`src/rtl/lsu_macros.svh`:
```
`ifndef LSU_MACROS_SVH
`define LSU_MACROS_SVH

// Address and data widths
`define LSU_VADDR_W 32
`define LSU_PADDR_W 32
`define LSU_PAGE_W 12
`define LSU_XLEN 64

// Destination tag of a load
`define LSU_TAG_W 5

// Structure sizes
`define LSU_TLB_ENTRIES 4
`define LSU_L1D_LINES 8
`define LSU_RQ_SIZE 4

`endif

```
`src/rtl/lsu_pkg.sv`:
```
`include "lsu_macros.svh"

package lsu_pkg;

  typedef enum logic [1:0] {
    STATUS_OK       = 2'd0,
    STATUS_TLB_MISS = 2'd1
  } status_e;

  typedef struct packed {
    logic                    valid;
    logic [`LSU_TAG_W-1:0]   rd;
    logic [`LSU_VADDR_W-1:0] base;
    logic signed [11:0]      offset;
    logic                    replay;
  } issue_t;

  typedef struct packed {
    logic                                     valid;
    logic [$clog2(`LSU_TLB_ENTRIES)-1:0]      slot;
    logic [`LSU_VADDR_W-`LSU_PAGE_W-1:0]      vpn;
    logic [`LSU_PADDR_W-`LSU_PAGE_W-1:0]      ppn;
  } tlb_wr_t;

  typedef struct packed {
    logic                    valid;
    logic [`LSU_VADDR_W-1:0] vaddr;
  } tlb_req_t;

  typedef struct packed {
    logic                    hit;
    logic [`LSU_PADDR_W-1:0] paddr;
  } tlb_resp_t;

  typedef struct packed {
    logic                    valid;
    logic [`LSU_PADDR_W-1:0] paddr;
  } l1d_req_t;

  typedef struct packed {
    logic                 hit;
    logic [`LSU_XLEN-1:0] data;
  } l1d_resp_t;

  typedef struct packed {
    logic                    valid;
    logic [`LSU_PADDR_W-1:0] paddr;
    logic [`LSU_XLEN-1:0]    data;
  } refill_t;

  typedef struct packed {
    logic                    valid;
    logic [`LSU_PADDR_W-1:0] paddr;
    logic [`LSU_TAG_W-1:0]   rd;
  } miss_t;

  typedef struct packed {
    logic                  valid;
    logic [`LSU_TAG_W-1:0] rd;
    status_e               status;
    logic [`LSU_XLEN-1:0]  data;
  } done_t;

  typedef struct packed {
    logic [`LSU_PADDR_W-1:0] araddr;
    logic [2:0]              arprot;
  } axi_ar_t;

  typedef struct packed {
    logic [`LSU_XLEN-1:0] rdata;
    logic [1:0]           rresp;
  } axi_r_t;

endpackage

```
`src/rtl/lsu_l1d.sv`:
```
`timescale 1ns/1ps
`include "lsu_macros.svh"

module lsu_l1d import lsu_pkg::*; (
  input  logic      i_clk,
  input  logic      i_reset_n,
  input  l1d_req_t  i_l1d_req,
  input  refill_t   i_refill,
  output l1d_resp_t o_l1d_resp
);

  localparam int INDEX_W = $clog2(`LSU_L1D_LINES);
  localparam int LTAG_W  = `LSU_PADDR_W - INDEX_W - 3;

  logic [`LSU_L1D_LINES-1:0] r_valid;
  logic [LTAG_W-1:0]         r_tag  [`LSU_L1D_LINES];
  logic [`LSU_XLEN-1:0]      r_data [`LSU_L1D_LINES];

  logic [INDEX_W-1:0] w_req_idx;
  logic [INDEX_W-1:0] w_fill_idx;
  logic [LTAG_W-1:0]  w_req_tag;
  logic [LTAG_W-1:0]  w_fill_tag;
  logic               w_fill_clash;
  logic               w_hit;

  logic                 r_hit;
  logic [`LSU_XLEN-1:0] r_rdata;

  assign w_req_idx  = i_l1d_req.paddr[INDEX_W+2:3];
  assign w_req_tag  = i_l1d_req.paddr[`LSU_PADDR_W-1:INDEX_W+3];
  assign w_fill_idx = i_refill.paddr[INDEX_W+2:3];
  assign w_fill_tag = i_refill.paddr[`LSU_PADDR_W-1:INDEX_W+3];

  // Line being rewritten this cycle reads as a miss
  assign w_fill_clash = i_refill.valid && (w_fill_idx == w_req_idx);
  assign w_hit = i_l1d_req.valid && r_valid[w_req_idx] &&
                 (r_tag[w_req_idx] == w_req_tag) && !w_fill_clash;

  always_ff @(posedge i_clk, negedge i_reset_n) begin
    if (!i_reset_n) begin
      r_valid <= '0;
      r_hit   <= 1'b0;
    end else begin
      r_hit <= w_hit;
      if (i_refill.valid) begin
        r_valid[w_fill_idx] <= 1'b1;
      end
    end
  end

  always_ff @(posedge i_clk) begin
    r_rdata <= r_data[w_req_idx];
    if (i_refill.valid) begin
      r_tag[w_fill_idx]  <= w_fill_tag;
      r_data[w_fill_idx] <= i_refill.data;
    end
  end

  assign o_l1d_resp.hit  = r_hit;
  assign o_l1d_resp.data = r_rdata;

endmodule

```
`src/rtl/lsu_pipe.sv`:
```
`timescale 1ns/1ps
`include "lsu_macros.svh"

module lsu_pipe import lsu_pkg::*; (
  input  logic                              i_clk,
  input  logic                              i_reset_n,
  input  issue_t                            i_issue,
  output logic                              o_issue_ready,
  input  issue_t                            i_replay,
  input  logic [$clog2(`LSU_RQ_SIZE+1)-1:0] i_rq_free,
  output logic                              o_replay_take,
  output tlb_req_t                          o_tlb_req,
  input  tlb_resp_t                         i_tlb_resp,
  output l1d_req_t                          o_l1d_req,
  input  l1d_resp_t                         i_l1d_resp,
  output miss_t                             o_miss,
  output done_t                             o_done
);

  localparam int CNT_W = $clog2(`LSU_RQ_SIZE + 1);

  issue_t                  r_ex0, r_ex1, r_ex2;
  issue_t                  w_ex0_next, w_ex2_next;
  logic                    r_ex2_tlb_miss;
  logic [`LSU_PADDR_W-1:0] r_ex2_paddr;
  done_t                   r_done, w_done_next;

  logic [`LSU_VADDR_W-1:0] w_ex1_sum;
  logic [`LSU_VADDR_W-1:0] w_ex1_vaddr;
  logic [`LSU_PADDR_W-1:0] w_ex1_paddr;
  logic                    w_ex1_tlb_miss, w_ex1_early, w_ex2_finish;
  logic [CNT_W-1:0]        w_inflight;

  // Every load still ahead of EX3 may claim a queue slot
  assign w_inflight = CNT_W'(r_ex0.valid) + CNT_W'(r_ex1.valid) +
                      CNT_W'(r_ex2.valid & !r_ex2_tlb_miss);
  assign o_issue_ready = !i_replay.valid && (i_rq_free > w_inflight);
  assign o_replay_take = i_replay.valid;

  always_comb begin
    w_ex0_next = '0;
    if (i_replay.valid) begin
      w_ex0_next = i_replay;
    end else if (i_issue.valid && o_issue_ready) begin
      w_ex0_next        = i_issue;
      w_ex0_next.replay = 1'b0;
    end
  end

  // EX1 address generation and translation
  assign w_ex1_sum   = r_ex1.base + {{(`LSU_VADDR_W-12){r_ex1.offset[11]}}, r_ex1.offset};
  assign w_ex1_vaddr = {w_ex1_sum[`LSU_VADDR_W-1:3], 3'b000};

  assign o_tlb_req.valid = r_ex1.valid & !r_ex1.replay;
  assign o_tlb_req.vaddr = w_ex1_vaddr;
  assign w_ex1_tlb_miss  = o_tlb_req.valid & !i_tlb_resp.hit;

  // Replays already hold the physical address in base
  assign w_ex1_paddr = r_ex1.replay ? {r_ex1.base[`LSU_PADDR_W-1:3], 3'b000}
                                    : i_tlb_resp.paddr;
  assign o_l1d_req.valid = r_ex1.valid & !w_ex1_tlb_miss;
  assign o_l1d_req.paddr = w_ex1_paddr;

  // EX2 cache result
  assign w_ex2_finish = r_ex2.valid & (r_ex2_tlb_miss | i_l1d_resp.hit);
  // Early finish only when EX2 is not completing this cycle
  assign w_ex1_early  = w_ex1_tlb_miss & !w_ex2_finish;

  assign o_miss.valid = r_ex2.valid & !r_ex2_tlb_miss & !i_l1d_resp.hit;
  assign o_miss.paddr = r_ex2_paddr;
  assign o_miss.rd    = r_ex2.rd;

  always_comb begin
    w_ex2_next       = r_ex1;
    w_ex2_next.valid = r_ex1.valid & !w_ex1_early;
  end

  always_comb begin
    w_done_next = '0;
    if (w_ex2_finish) begin
      w_done_next.valid  = 1'b1;
      w_done_next.rd     = r_ex2.rd;
      w_done_next.status = r_ex2_tlb_miss ? STATUS_TLB_MISS : STATUS_OK;
      w_done_next.data   = r_ex2_tlb_miss ? '0 : i_l1d_resp.data;
    end else if (w_ex1_early) begin
      w_done_next.valid  = 1'b1;
      w_done_next.rd     = r_ex1.rd;
      w_done_next.status = STATUS_TLB_MISS;
    end
  end

  always_ff @(posedge i_clk, negedge i_reset_n) begin
    if (!i_reset_n) begin
      r_ex0          <= '0;
      r_ex1          <= '0;
      r_ex2          <= '0;
      r_ex2_tlb_miss <= 1'b0;
      r_done         <= '0;
    end else begin
      r_ex0          <= w_ex0_next;
      r_ex1          <= r_ex0;
      r_ex2          <= w_ex2_next;
      r_ex2_tlb_miss <= w_ex1_tlb_miss;
      r_done         <= w_done_next;
    end
  end

  always_ff @(posedge i_clk) begin
    r_ex2_paddr <= w_ex1_paddr;
  end

  assign o_done = r_done;

endmodule

```
`src/rtl/lsu_refill.sv`:
```
`timescale 1ns/1ps
`include "lsu_macros.svh"

module lsu_refill import lsu_pkg::*; (
  input  logic     i_clk,
  input  logic     i_reset_n,
  input  l1d_req_t i_refill_req,
  output logic     o_refill_grant,
  output logic     o_mem_arvalid,
  output axi_ar_t  o_mem_ar,
  input  logic     i_mem_arready,
  input  logic     i_mem_rvalid,
  input  axi_r_t   i_mem_r,
  output logic     o_mem_rready,
  output refill_t  o_refill
);

  typedef enum logic [1:0] {RF_IDLE, RF_ADDR, RF_DATA} rf_state_e;

  rf_state_e               r_state;
  logic [`LSU_PADDR_W-1:0] r_addr;

  assign o_refill_grant = (r_state == RF_IDLE) && i_refill_req.valid;

  always_ff @(posedge i_clk, negedge i_reset_n) begin
    if (!i_reset_n) begin
      r_state <= RF_IDLE;
    end else begin
      case (r_state)
        RF_IDLE: if (o_refill_grant) r_state <= RF_ADDR;
        RF_ADDR: if (i_mem_arready) r_state <= RF_DATA;
        RF_DATA: if (i_mem_rvalid) r_state <= RF_IDLE;
        default: r_state <= RF_IDLE;
      endcase
    end
  end

  always_ff @(posedge i_clk) begin
    if (o_refill_grant) begin
      r_addr <= {i_refill_req.paddr[`LSU_PADDR_W-1:3], 3'b000};
    end
  end

  // Unprivileged secure data access
  assign o_mem_arvalid   = r_state == RF_ADDR;
  assign o_mem_ar.araddr = r_addr;
  assign o_mem_ar.arprot = 3'b000;
  assign o_mem_rready    = r_state == RF_DATA;

  assign o_refill.valid = o_mem_rready & i_mem_rvalid;
  assign o_refill.paddr = r_addr;
  assign o_refill.data  = i_mem_r.rdata;

endmodule

```
`src/rtl/lsu_replay_q.sv`:
```
`timescale 1ns/1ps
`include "lsu_macros.svh"

module lsu_replay_q import lsu_pkg::*; (
  input  logic                                i_clk,
  input  logic                                i_reset_n,
  input  miss_t                               i_miss,
  input  refill_t                             i_refill,
  input  logic                                i_replay_take,
  output issue_t                              o_replay,
  output logic [$clog2(`LSU_RQ_SIZE+1)-1:0]   o_rq_free,
  output l1d_req_t                            o_refill_req,
  input  logic                                i_refill_grant
);

  localparam int N     = `LSU_RQ_SIZE;
  localparam int IDX_W = $clog2(N);

  typedef enum logic [1:0] {RQ_FREE, RQ_NEED, RQ_WAIT, RQ_READY} rq_state_e;

  rq_state_e               r_state [N];
  logic [`LSU_PADDR_W-1:0] r_paddr [N];
  logic [`LSU_TAG_W-1:0]   r_rd [N];
  // Bit j set when entry j was allocated before entry i
  logic [N-1:0]            r_older [N];

  logic [N-1:0] w_busy, w_need, w_fill_hit, w_grant_hit;
  logic [IDX_W-1:0] w_alloc_idx, w_pick_idx, w_req_idx;
  logic w_pick_vld, w_req_vld, w_line_wait, w_miss_fill;
  logic [$clog2(N+1)-1:0] w_free_cnt;

  always_comb begin
    w_free_cnt  = '0;
    w_alloc_idx = '0;
    w_pick_idx  = '0;
    w_req_idx   = '0;
    w_pick_vld  = 1'b0;
    w_req_vld   = 1'b0;
    w_line_wait = 1'b0;
    for (int i = N - 1; i >= 0; i--) begin
      w_busy[i]     = r_state[i] != RQ_FREE;
      w_need[i]     = r_state[i] == RQ_NEED;
      w_fill_hit[i] = i_refill.valid && (r_paddr[i][`LSU_PADDR_W-1:3] ==
                                         i_refill.paddr[`LSU_PADDR_W-1:3]);
      if (!w_busy[i]) begin
        w_free_cnt  = w_free_cnt + 1'b1;
        w_alloc_idx = IDX_W'(i);
      end
      if (r_state[i] == RQ_READY) begin
        w_pick_vld = 1'b1;
        w_pick_idx = IDX_W'(i);
      end
      if ((r_state[i] == RQ_WAIT) && (r_paddr[i][`LSU_PADDR_W-1:3] ==
                                      i_miss.paddr[`LSU_PADDR_W-1:3])) begin
        w_line_wait = 1'b1;
      end
    end
    // Oldest entry still needing a refill
    for (int i = 0; i < N; i++) begin
      if (w_need[i] && !(|(w_need & r_older[i]))) begin
        w_req_vld = 1'b1;
        w_req_idx = IDX_W'(i);
      end
    end
    for (int i = 0; i < N; i++) begin
      w_grant_hit[i] = i_refill_grant && w_need[i] &&
                       (r_paddr[i][`LSU_PADDR_W-1:3] == r_paddr[w_req_idx][`LSU_PADDR_W-1:3]);
    end
  end

  assign w_miss_fill = i_refill.valid && (i_miss.paddr[`LSU_PADDR_W-1:3] ==
                                          i_refill.paddr[`LSU_PADDR_W-1:3]);

  always_ff @(posedge i_clk, negedge i_reset_n) begin
    if (!i_reset_n) begin
      for (int i = 0; i < N; i++) begin
        r_state[i] <= RQ_FREE;
      end
    end else begin
      for (int i = 0; i < N; i++) begin
        if ((r_state[i] == RQ_NEED || r_state[i] == RQ_WAIT) && w_fill_hit[i]) begin
          r_state[i] <= RQ_READY;
        end else if (w_grant_hit[i]) begin
          r_state[i] <= RQ_WAIT;
        end else if (i_replay_take && (r_state[i] == RQ_READY) && (w_pick_idx == IDX_W'(i))) begin
          r_state[i] <= RQ_FREE;
        end
      end
      if (i_miss.valid) begin
        r_state[w_alloc_idx] <= w_miss_fill ? RQ_READY : (w_line_wait ? RQ_WAIT : RQ_NEED);
      end
    end
  end

  always_ff @(posedge i_clk) begin
    if (i_miss.valid) begin
      r_paddr[w_alloc_idx] <= i_miss.paddr;
      r_rd[w_alloc_idx]    <= i_miss.rd;
      r_older[w_alloc_idx] <= w_busy;
      for (int i = 0; i < N; i++) begin
        if (IDX_W'(i) != w_alloc_idx) begin
          r_older[i][w_alloc_idx] <= 1'b0;
        end
      end
    end
  end

  assign o_rq_free          = w_free_cnt;
  assign o_refill_req.valid = w_req_vld;
  assign o_refill_req.paddr = r_paddr[w_req_idx];

  assign o_replay.valid  = w_pick_vld;
  assign o_replay.rd     = r_rd[w_pick_idx];
  assign o_replay.base   = `LSU_VADDR_W'(r_paddr[w_pick_idx]);
  assign o_replay.offset = '0;
  assign o_replay.replay = 1'b1;

endmodule

```
`src/rtl/lsu_tlb.sv`:
```
`timescale 1ns/1ps
`include "lsu_macros.svh"

module lsu_tlb import lsu_pkg::*; (
  input  logic      i_clk,
  input  logic      i_reset_n,
  input  tlb_wr_t   i_tlb_wr,
  input  tlb_req_t  i_tlb_req,
  output tlb_resp_t o_tlb_resp
);

  localparam int VPN_W = `LSU_VADDR_W - `LSU_PAGE_W;
  localparam int PPN_W = `LSU_PADDR_W - `LSU_PAGE_W;

  logic [`LSU_TLB_ENTRIES-1:0] r_valid;
  logic [VPN_W-1:0]            r_vpn [`LSU_TLB_ENTRIES];
  logic [PPN_W-1:0]            r_ppn [`LSU_TLB_ENTRIES];
  logic [VPN_W-1:0]            w_vpn;
  logic                        w_hit;
  logic [PPN_W-1:0]            w_ppn;

  assign w_vpn = i_tlb_req.vaddr[`LSU_VADDR_W-1:`LSU_PAGE_W];

  // All entries compared at once and the first match wins
  always_comb begin
    w_hit = 1'b0;
    w_ppn = '0;
    for (int i = 0; i < `LSU_TLB_ENTRIES; i++) begin
      if (!w_hit && r_valid[i] && (r_vpn[i] == w_vpn)) begin
        w_hit = 1'b1;
        w_ppn = r_ppn[i];
      end
    end
  end

  assign o_tlb_resp.hit   = i_tlb_req.valid & w_hit;
  assign o_tlb_resp.paddr = {w_ppn, i_tlb_req.vaddr[`LSU_PAGE_W-1:0]};

  always_ff @(posedge i_clk, negedge i_reset_n) begin
    if (!i_reset_n) begin
      r_valid <= '0;
    end else if (i_tlb_wr.valid) begin
      r_valid[i_tlb_wr.slot] <= 1'b1;
    end
  end

  always_ff @(posedge i_clk) begin
    if (i_tlb_wr.valid) begin
      r_vpn[i_tlb_wr.slot] <= i_tlb_wr.vpn;
      r_ppn[i_tlb_wr.slot] <= i_tlb_wr.ppn;
    end
  end

endmodule

```
`src/rtl/lsu_top.sv`:
```
`timescale 1ns/1ps
`include "lsu_macros.svh"

module lsu_top import lsu_pkg::*; (
  input  logic    i_clk,
  input  logic    i_reset_n,
  input  issue_t  i_issue,
  output logic    o_issue_ready,
  input  tlb_wr_t i_tlb_wr,
  output done_t   o_done,
  input  logic    i_mem_arready,
  output logic    o_mem_arvalid,
  output axi_ar_t o_mem_ar,
  input  logic    i_mem_rvalid,
  input  axi_r_t  i_mem_r,
  output logic    o_mem_rready
);

  issue_t    w_replay;
  logic      w_replay_take;
  logic [$clog2(`LSU_RQ_SIZE+1)-1:0] w_rq_free;
  tlb_req_t  w_tlb_req;
  tlb_resp_t w_tlb_resp;
  l1d_req_t  w_l1d_req;
  l1d_resp_t w_l1d_resp;
  miss_t     w_miss;
  refill_t   w_refill;
  l1d_req_t  w_refill_req;
  logic      w_refill_grant;

  lsu_pipe u_pipe (
    .i_clk(i_clk), .i_reset_n(i_reset_n),
    .i_issue(i_issue), .o_issue_ready(o_issue_ready),
    .i_replay(w_replay), .i_rq_free(w_rq_free), .o_replay_take(w_replay_take),
    .o_tlb_req(w_tlb_req), .i_tlb_resp(w_tlb_resp),
    .o_l1d_req(w_l1d_req), .i_l1d_resp(w_l1d_resp),
    .o_miss(w_miss), .o_done(o_done)
  );

  lsu_tlb u_tlb (
    .i_clk(i_clk), .i_reset_n(i_reset_n), .i_tlb_wr(i_tlb_wr),
    .i_tlb_req(w_tlb_req), .o_tlb_resp(w_tlb_resp)
  );

  lsu_l1d u_l1d (
    .i_clk(i_clk), .i_reset_n(i_reset_n), .i_l1d_req(w_l1d_req),
    .i_refill(w_refill), .o_l1d_resp(w_l1d_resp)
  );

  lsu_replay_q u_replay_q (
    .i_clk(i_clk), .i_reset_n(i_reset_n), .i_miss(w_miss), .i_refill(w_refill),
    .i_replay_take(w_replay_take), .o_replay(w_replay), .o_rq_free(w_rq_free),
    .o_refill_req(w_refill_req), .i_refill_grant(w_refill_grant)
  );

  lsu_refill u_refill (
    .i_clk(i_clk), .i_reset_n(i_reset_n),
    .i_refill_req(w_refill_req), .o_refill_grant(w_refill_grant),
    .o_mem_arvalid(o_mem_arvalid), .o_mem_ar(o_mem_ar), .i_mem_arready(i_mem_arready),
    .i_mem_rvalid(i_mem_rvalid), .i_mem_r(i_mem_r), .o_mem_rready(o_mem_rready),
    .o_refill(w_refill)
  );

endmodule

```
`config.mk`:
```
export PLATFORM = sky130hd
export DESIGN_NAME = lsu_top
export DESIGN_NICKNAME = d
export VERILOG_FILES = /design/src/rtl/lsu_pkg.sv /design/src/rtl/lsu_l1d.sv /design/src/rtl/lsu_pipe.sv /design/src/rtl/lsu_refill.sv /design/src/rtl/lsu_replay_q.sv /design/src/rtl/lsu_tlb.sv /design/src/rtl/lsu_top.sv
export VERILOG_INCLUDE_DIRS = /design/src /design/src/rtl
export SDC_FILE = /design/constraint.sdc
export NUM_CORES = 2
export LEC_CHECK = 0
export BUFFER_PORTS_ARGS = -buffer_cell sky130_fd_sc_hd__buf_2
export CORE_MARGIN = 8
export CORE_UTILIZATION = 40
export CTS_CLUSTER_SIZE = 30
export DETAILED_ROUTE_END_ITERATION = 8
export PLACE_DENSITY = 0.55
export SETUP_SLACK_MARGIN = 0.05
export SLEW_MARGIN = 20
export SYNTH_ARGS = -nofsm -noshare
export SYNTH_HDL_FRONTEND = slang
export SYNTH_HIERARCHICAL = 1
export SYNTH_SLANG_ARGS = --single-unit
```
`constraint.sdc`:
```
create_clock -name i_clk -period 12.2 [get_ports i_clk]
set_input_delay 1.83 -clock i_clk [delete_from_list [all_inputs] [get_ports i_clk]]
set_output_delay 1.83 -clock i_clk [all_outputs]
set_load 0.005 [all_outputs]
```
==> run metrics <==
Mapped Cells about 4300; H-tree depth 4; Largest delay share family, worst path simple AND/OR/NAND/NOR gates; clk_lat worst skew between 0.7 and 0.8 ns; outcome completed; FF/Latch Area slightly below 0.04 mm²; Slowest cell on crit path dfrtp_1; dpl hpwl 132 mm; area post-placement about 0.063 mm²; Core ar. ~0.15 mm²; final instance area 0.0685 mm²; P_int approximately 12000 µW; CP dominant cell by count nand3_1; global placer's final weighted congestion 1.00; hold_buf cts 0; Final setup viols 0; initial antenna violation count 29; multi-input logic area between 0.015 and 0.02 mm²; clk_skew 0.0224 ns; post_cts resized 0; first-pass GRT wire length 285 mm; GR Util All Layers 24.2%; Final ANT Viol Nets 0; crit-path max cell delay ~0.95 ns; GR Overflow Total 0; num rows 143; Final #Nets 4588; CTS sink count ~1400; synthesized area 0.0606 mm²; P per Cell Area roughly 300 mW/mm²; Placed Cells incl. Taps around 6200; Clock Path Buffers 3; total I/O pin count 274; CTS tree built; vias per cell roughly 5.7; startpoint types register; P&R area growth vs syn 12.9%; wire per inst ~31 µm; Syn. warnings 6; routed wire length 204 mm; share of layout cells above drive strength 1 about a fifth; Fill cells 13400; # Max-Cap Violations 0; Die X 405 µm; initial core utilization 40.1%; clk slew on worst S/H paths 0.06 ns; Final min period slightly below 7 ns; Peak Freq 145 MHz; count of final hold-check violations 0; critical path peak fanout 41; Final Instance Count excl. Fillers 6541; Crit path buffers/inverters 1; Arr. time, crit path roughly 7.6 ns; TritonCTS Buffers 150; Buffers on Ports ~260; # DRC 0; maximum vdd drop 252 µV; Setup CP Type reg -> reg; die height 405 µm; RSZ-0062 raised after global routing no; relative slew slack 13.9%; worst-path cell chain ha_1 > and2_2 > nand3_2 > o211ai_2 > a21oi_2 > o21a_1 > o311ai_1 > xnor2_1 > nand3_1 > nor4_1 > nand2_1 > buf_4 > a41oi_1 > nor3_1 > nor2_1 > nand3_1 > nor3b_1 > or4b_1 > nor4_2; Worst Tran Pin Value between 1 and 1.5 ns; worst min path class reg -> reg; Root Driver clkbuf_16; Sw Ratio around two fifths; largest net degree at the start of global routing 72; final total negative setup slack 0 ns; Setup crit end kind register; # Post-CTS Setup Buffers 0; Critical Path RT 12.88 ns; initial DRC count about 4200; Clock power frac 22.5%; Final Max Slew Viols 0; via count about 38000; net switching power 8420 µW; Seq pwr share 32.0%; Leakage 0.0246 µW; Combinational Power Share 45.5%; crit share post-route 56.6%; vias in the first global route 36900; Mapped Avg Cell Area 14.2 µm²; DIE AREA 0.164 mm²; drt first pass iters 9
==> cells in the final DEF, fill, tap and decap left out, drive strengths merged, types with 35 or more instances in the layout <==
| cell type | n |
|---|---|
| clkbuf | 214 |
| a22o | 61 |
| dfrtp | 203 |
| nor4 | 72 |
| and2 | 84 |
| nor2 | 105 |
| nor3 | 47 |
| clkinv | 52 |
| a21oi | 86 |
| mux4 | 159 |
| inv | 112 |
| o21ai | 46 |
| or2 | 35 |
| edfxtp | 1057 |
| dfxtp | 112 |
| mux2i | 62 |
| ha | 52 |
| buf | 401 |
| a222oi | 40 |
| nand2 | 371 |
| xnor2 | 278 |
| nand4 | 114 |
| nand3 | 71 |
| xor2 | 132 |
==> power groups by stage <==
stage	logic, µW	clock network, µW	registers (µW)
3_3_place_gp	9280	0	6630
3_5_place_dp	9260	0	6640
2_1_floorplan	6620	0	6210
4_1_cts	9300	4730	6560
5_1_grt	9950	4900	6600
6_report	9350	4630	6580
==> metal layers <==
layer	vias up	wire length, µm	global-route usage, %
met5	-	156	0
met4	24	9190	9.52
met3	465	18900	6.79
met2	1780	89100	36.2
met1	19200	86900	33.4
li1	16100	-	-
==> sequential cells by signal, summed over array words and instances, names as in the netlist <==
signal	flops
u_tlb/r_valid	4
u_pipe/r_ex2_paddr	32
u_pipe/r_ex2_tlb_miss	1
u_pipe/o_done	71
u_l1d/r_data	512
u_l1d/r_hit	1
u_pipe/r_ex1	51
u_replay_q/r_state	8
u_replay_q/r_paddr	128
u_pipe/r_ex2	1
u_refill/r_state	2
u_replay_q/r_rd	20
u_tlb/r_vpn	80
u_l1d/r_rdata	64
u_refill/r_addr	29
u_pipe/r_ex0	51
u_l1d/r_tag	208
u_l1d/r_valid	8
u_replay_q/r_older	16
u_tlb/r_ppn	80
u_pipe/o_miss	5
==> stage by stage <==
| stage | setup WS, ns | utilization, % | hold WS (ns) | power [µW] |
|---|---|---|---|---|
| floorplan | 3.12 | - | 0.331 | 12800 |
| global placement | 5.26 | 41.9 | 0.332 | 15900 |
| detailed placement | 5.21 | 41.9 | 0.335 | 15900 |
| CTS | 5.14 | 45.3 | 0.347 | 20600 |
| global route | 4.83 | 45.3 | 0.344 | 21500 |
| finish | 5.30 | 45.3 | 0.344 | 20600 |
==> worst paths after layout <==
check	to	cells after the start	slack, ns	from
setup / recovery	u_l1d/r_hit	19	5.30	u_pipe/r_ex1[12]
hold / removal	u_pipe/r_ex1[4]	0	0.34	u_pipe/r_ex0[4]
setup reg to reg	u_l1d/r_hit	19	5.30	u_pipe/r_ex1[12]
hold reg to reg	u_pipe/r_ex1[4]	0	0.34	u_pipe/r_ex0[4]
max in group asynchronous	u_pipe/o_done[40]	3	8.93	i_reset_n
min in group asynchronous	u_tlb/r_valid[2]	1	0.97	i_reset_n
==> cell type report <==
class | instances | area share (%)
Sequential cell | 1372 | 57.1
Multi-Input combinational cell | 2334 | 27.6
Clock buffer | 214 | 6.25
Tap cell | 2030 | 3.71
Timing Repair Buffer | 401 | 3.45
Clock inverter | 67 | 1.23
Inverter | 112 | 0.618
Antenna cell | 11 | 0.0402
==> worst reg2reg max path, cell delays in order (launching register included) <==
cell      delay [ns]
dfrtp_1         0.95
ha_1            0.35
and2_2          0.22
nand3_2         0.11
o211ai_2        0.29
a21oi_2         0.12
o21a_1          0.24
o311ai_1        0.87
xnor2_1         0.24
nand3_1         0.10
nor4_1          0.53
nand2_1         0.11
buf_4           0.31
a41oi_1         0.61
nor3_1          0.16
nor2_1          0.40
nand3_1         0.18
nor3b_1         0.21
or4b_1          0.47
nor4_2          0.30
(Power assumes the default switching activity.)
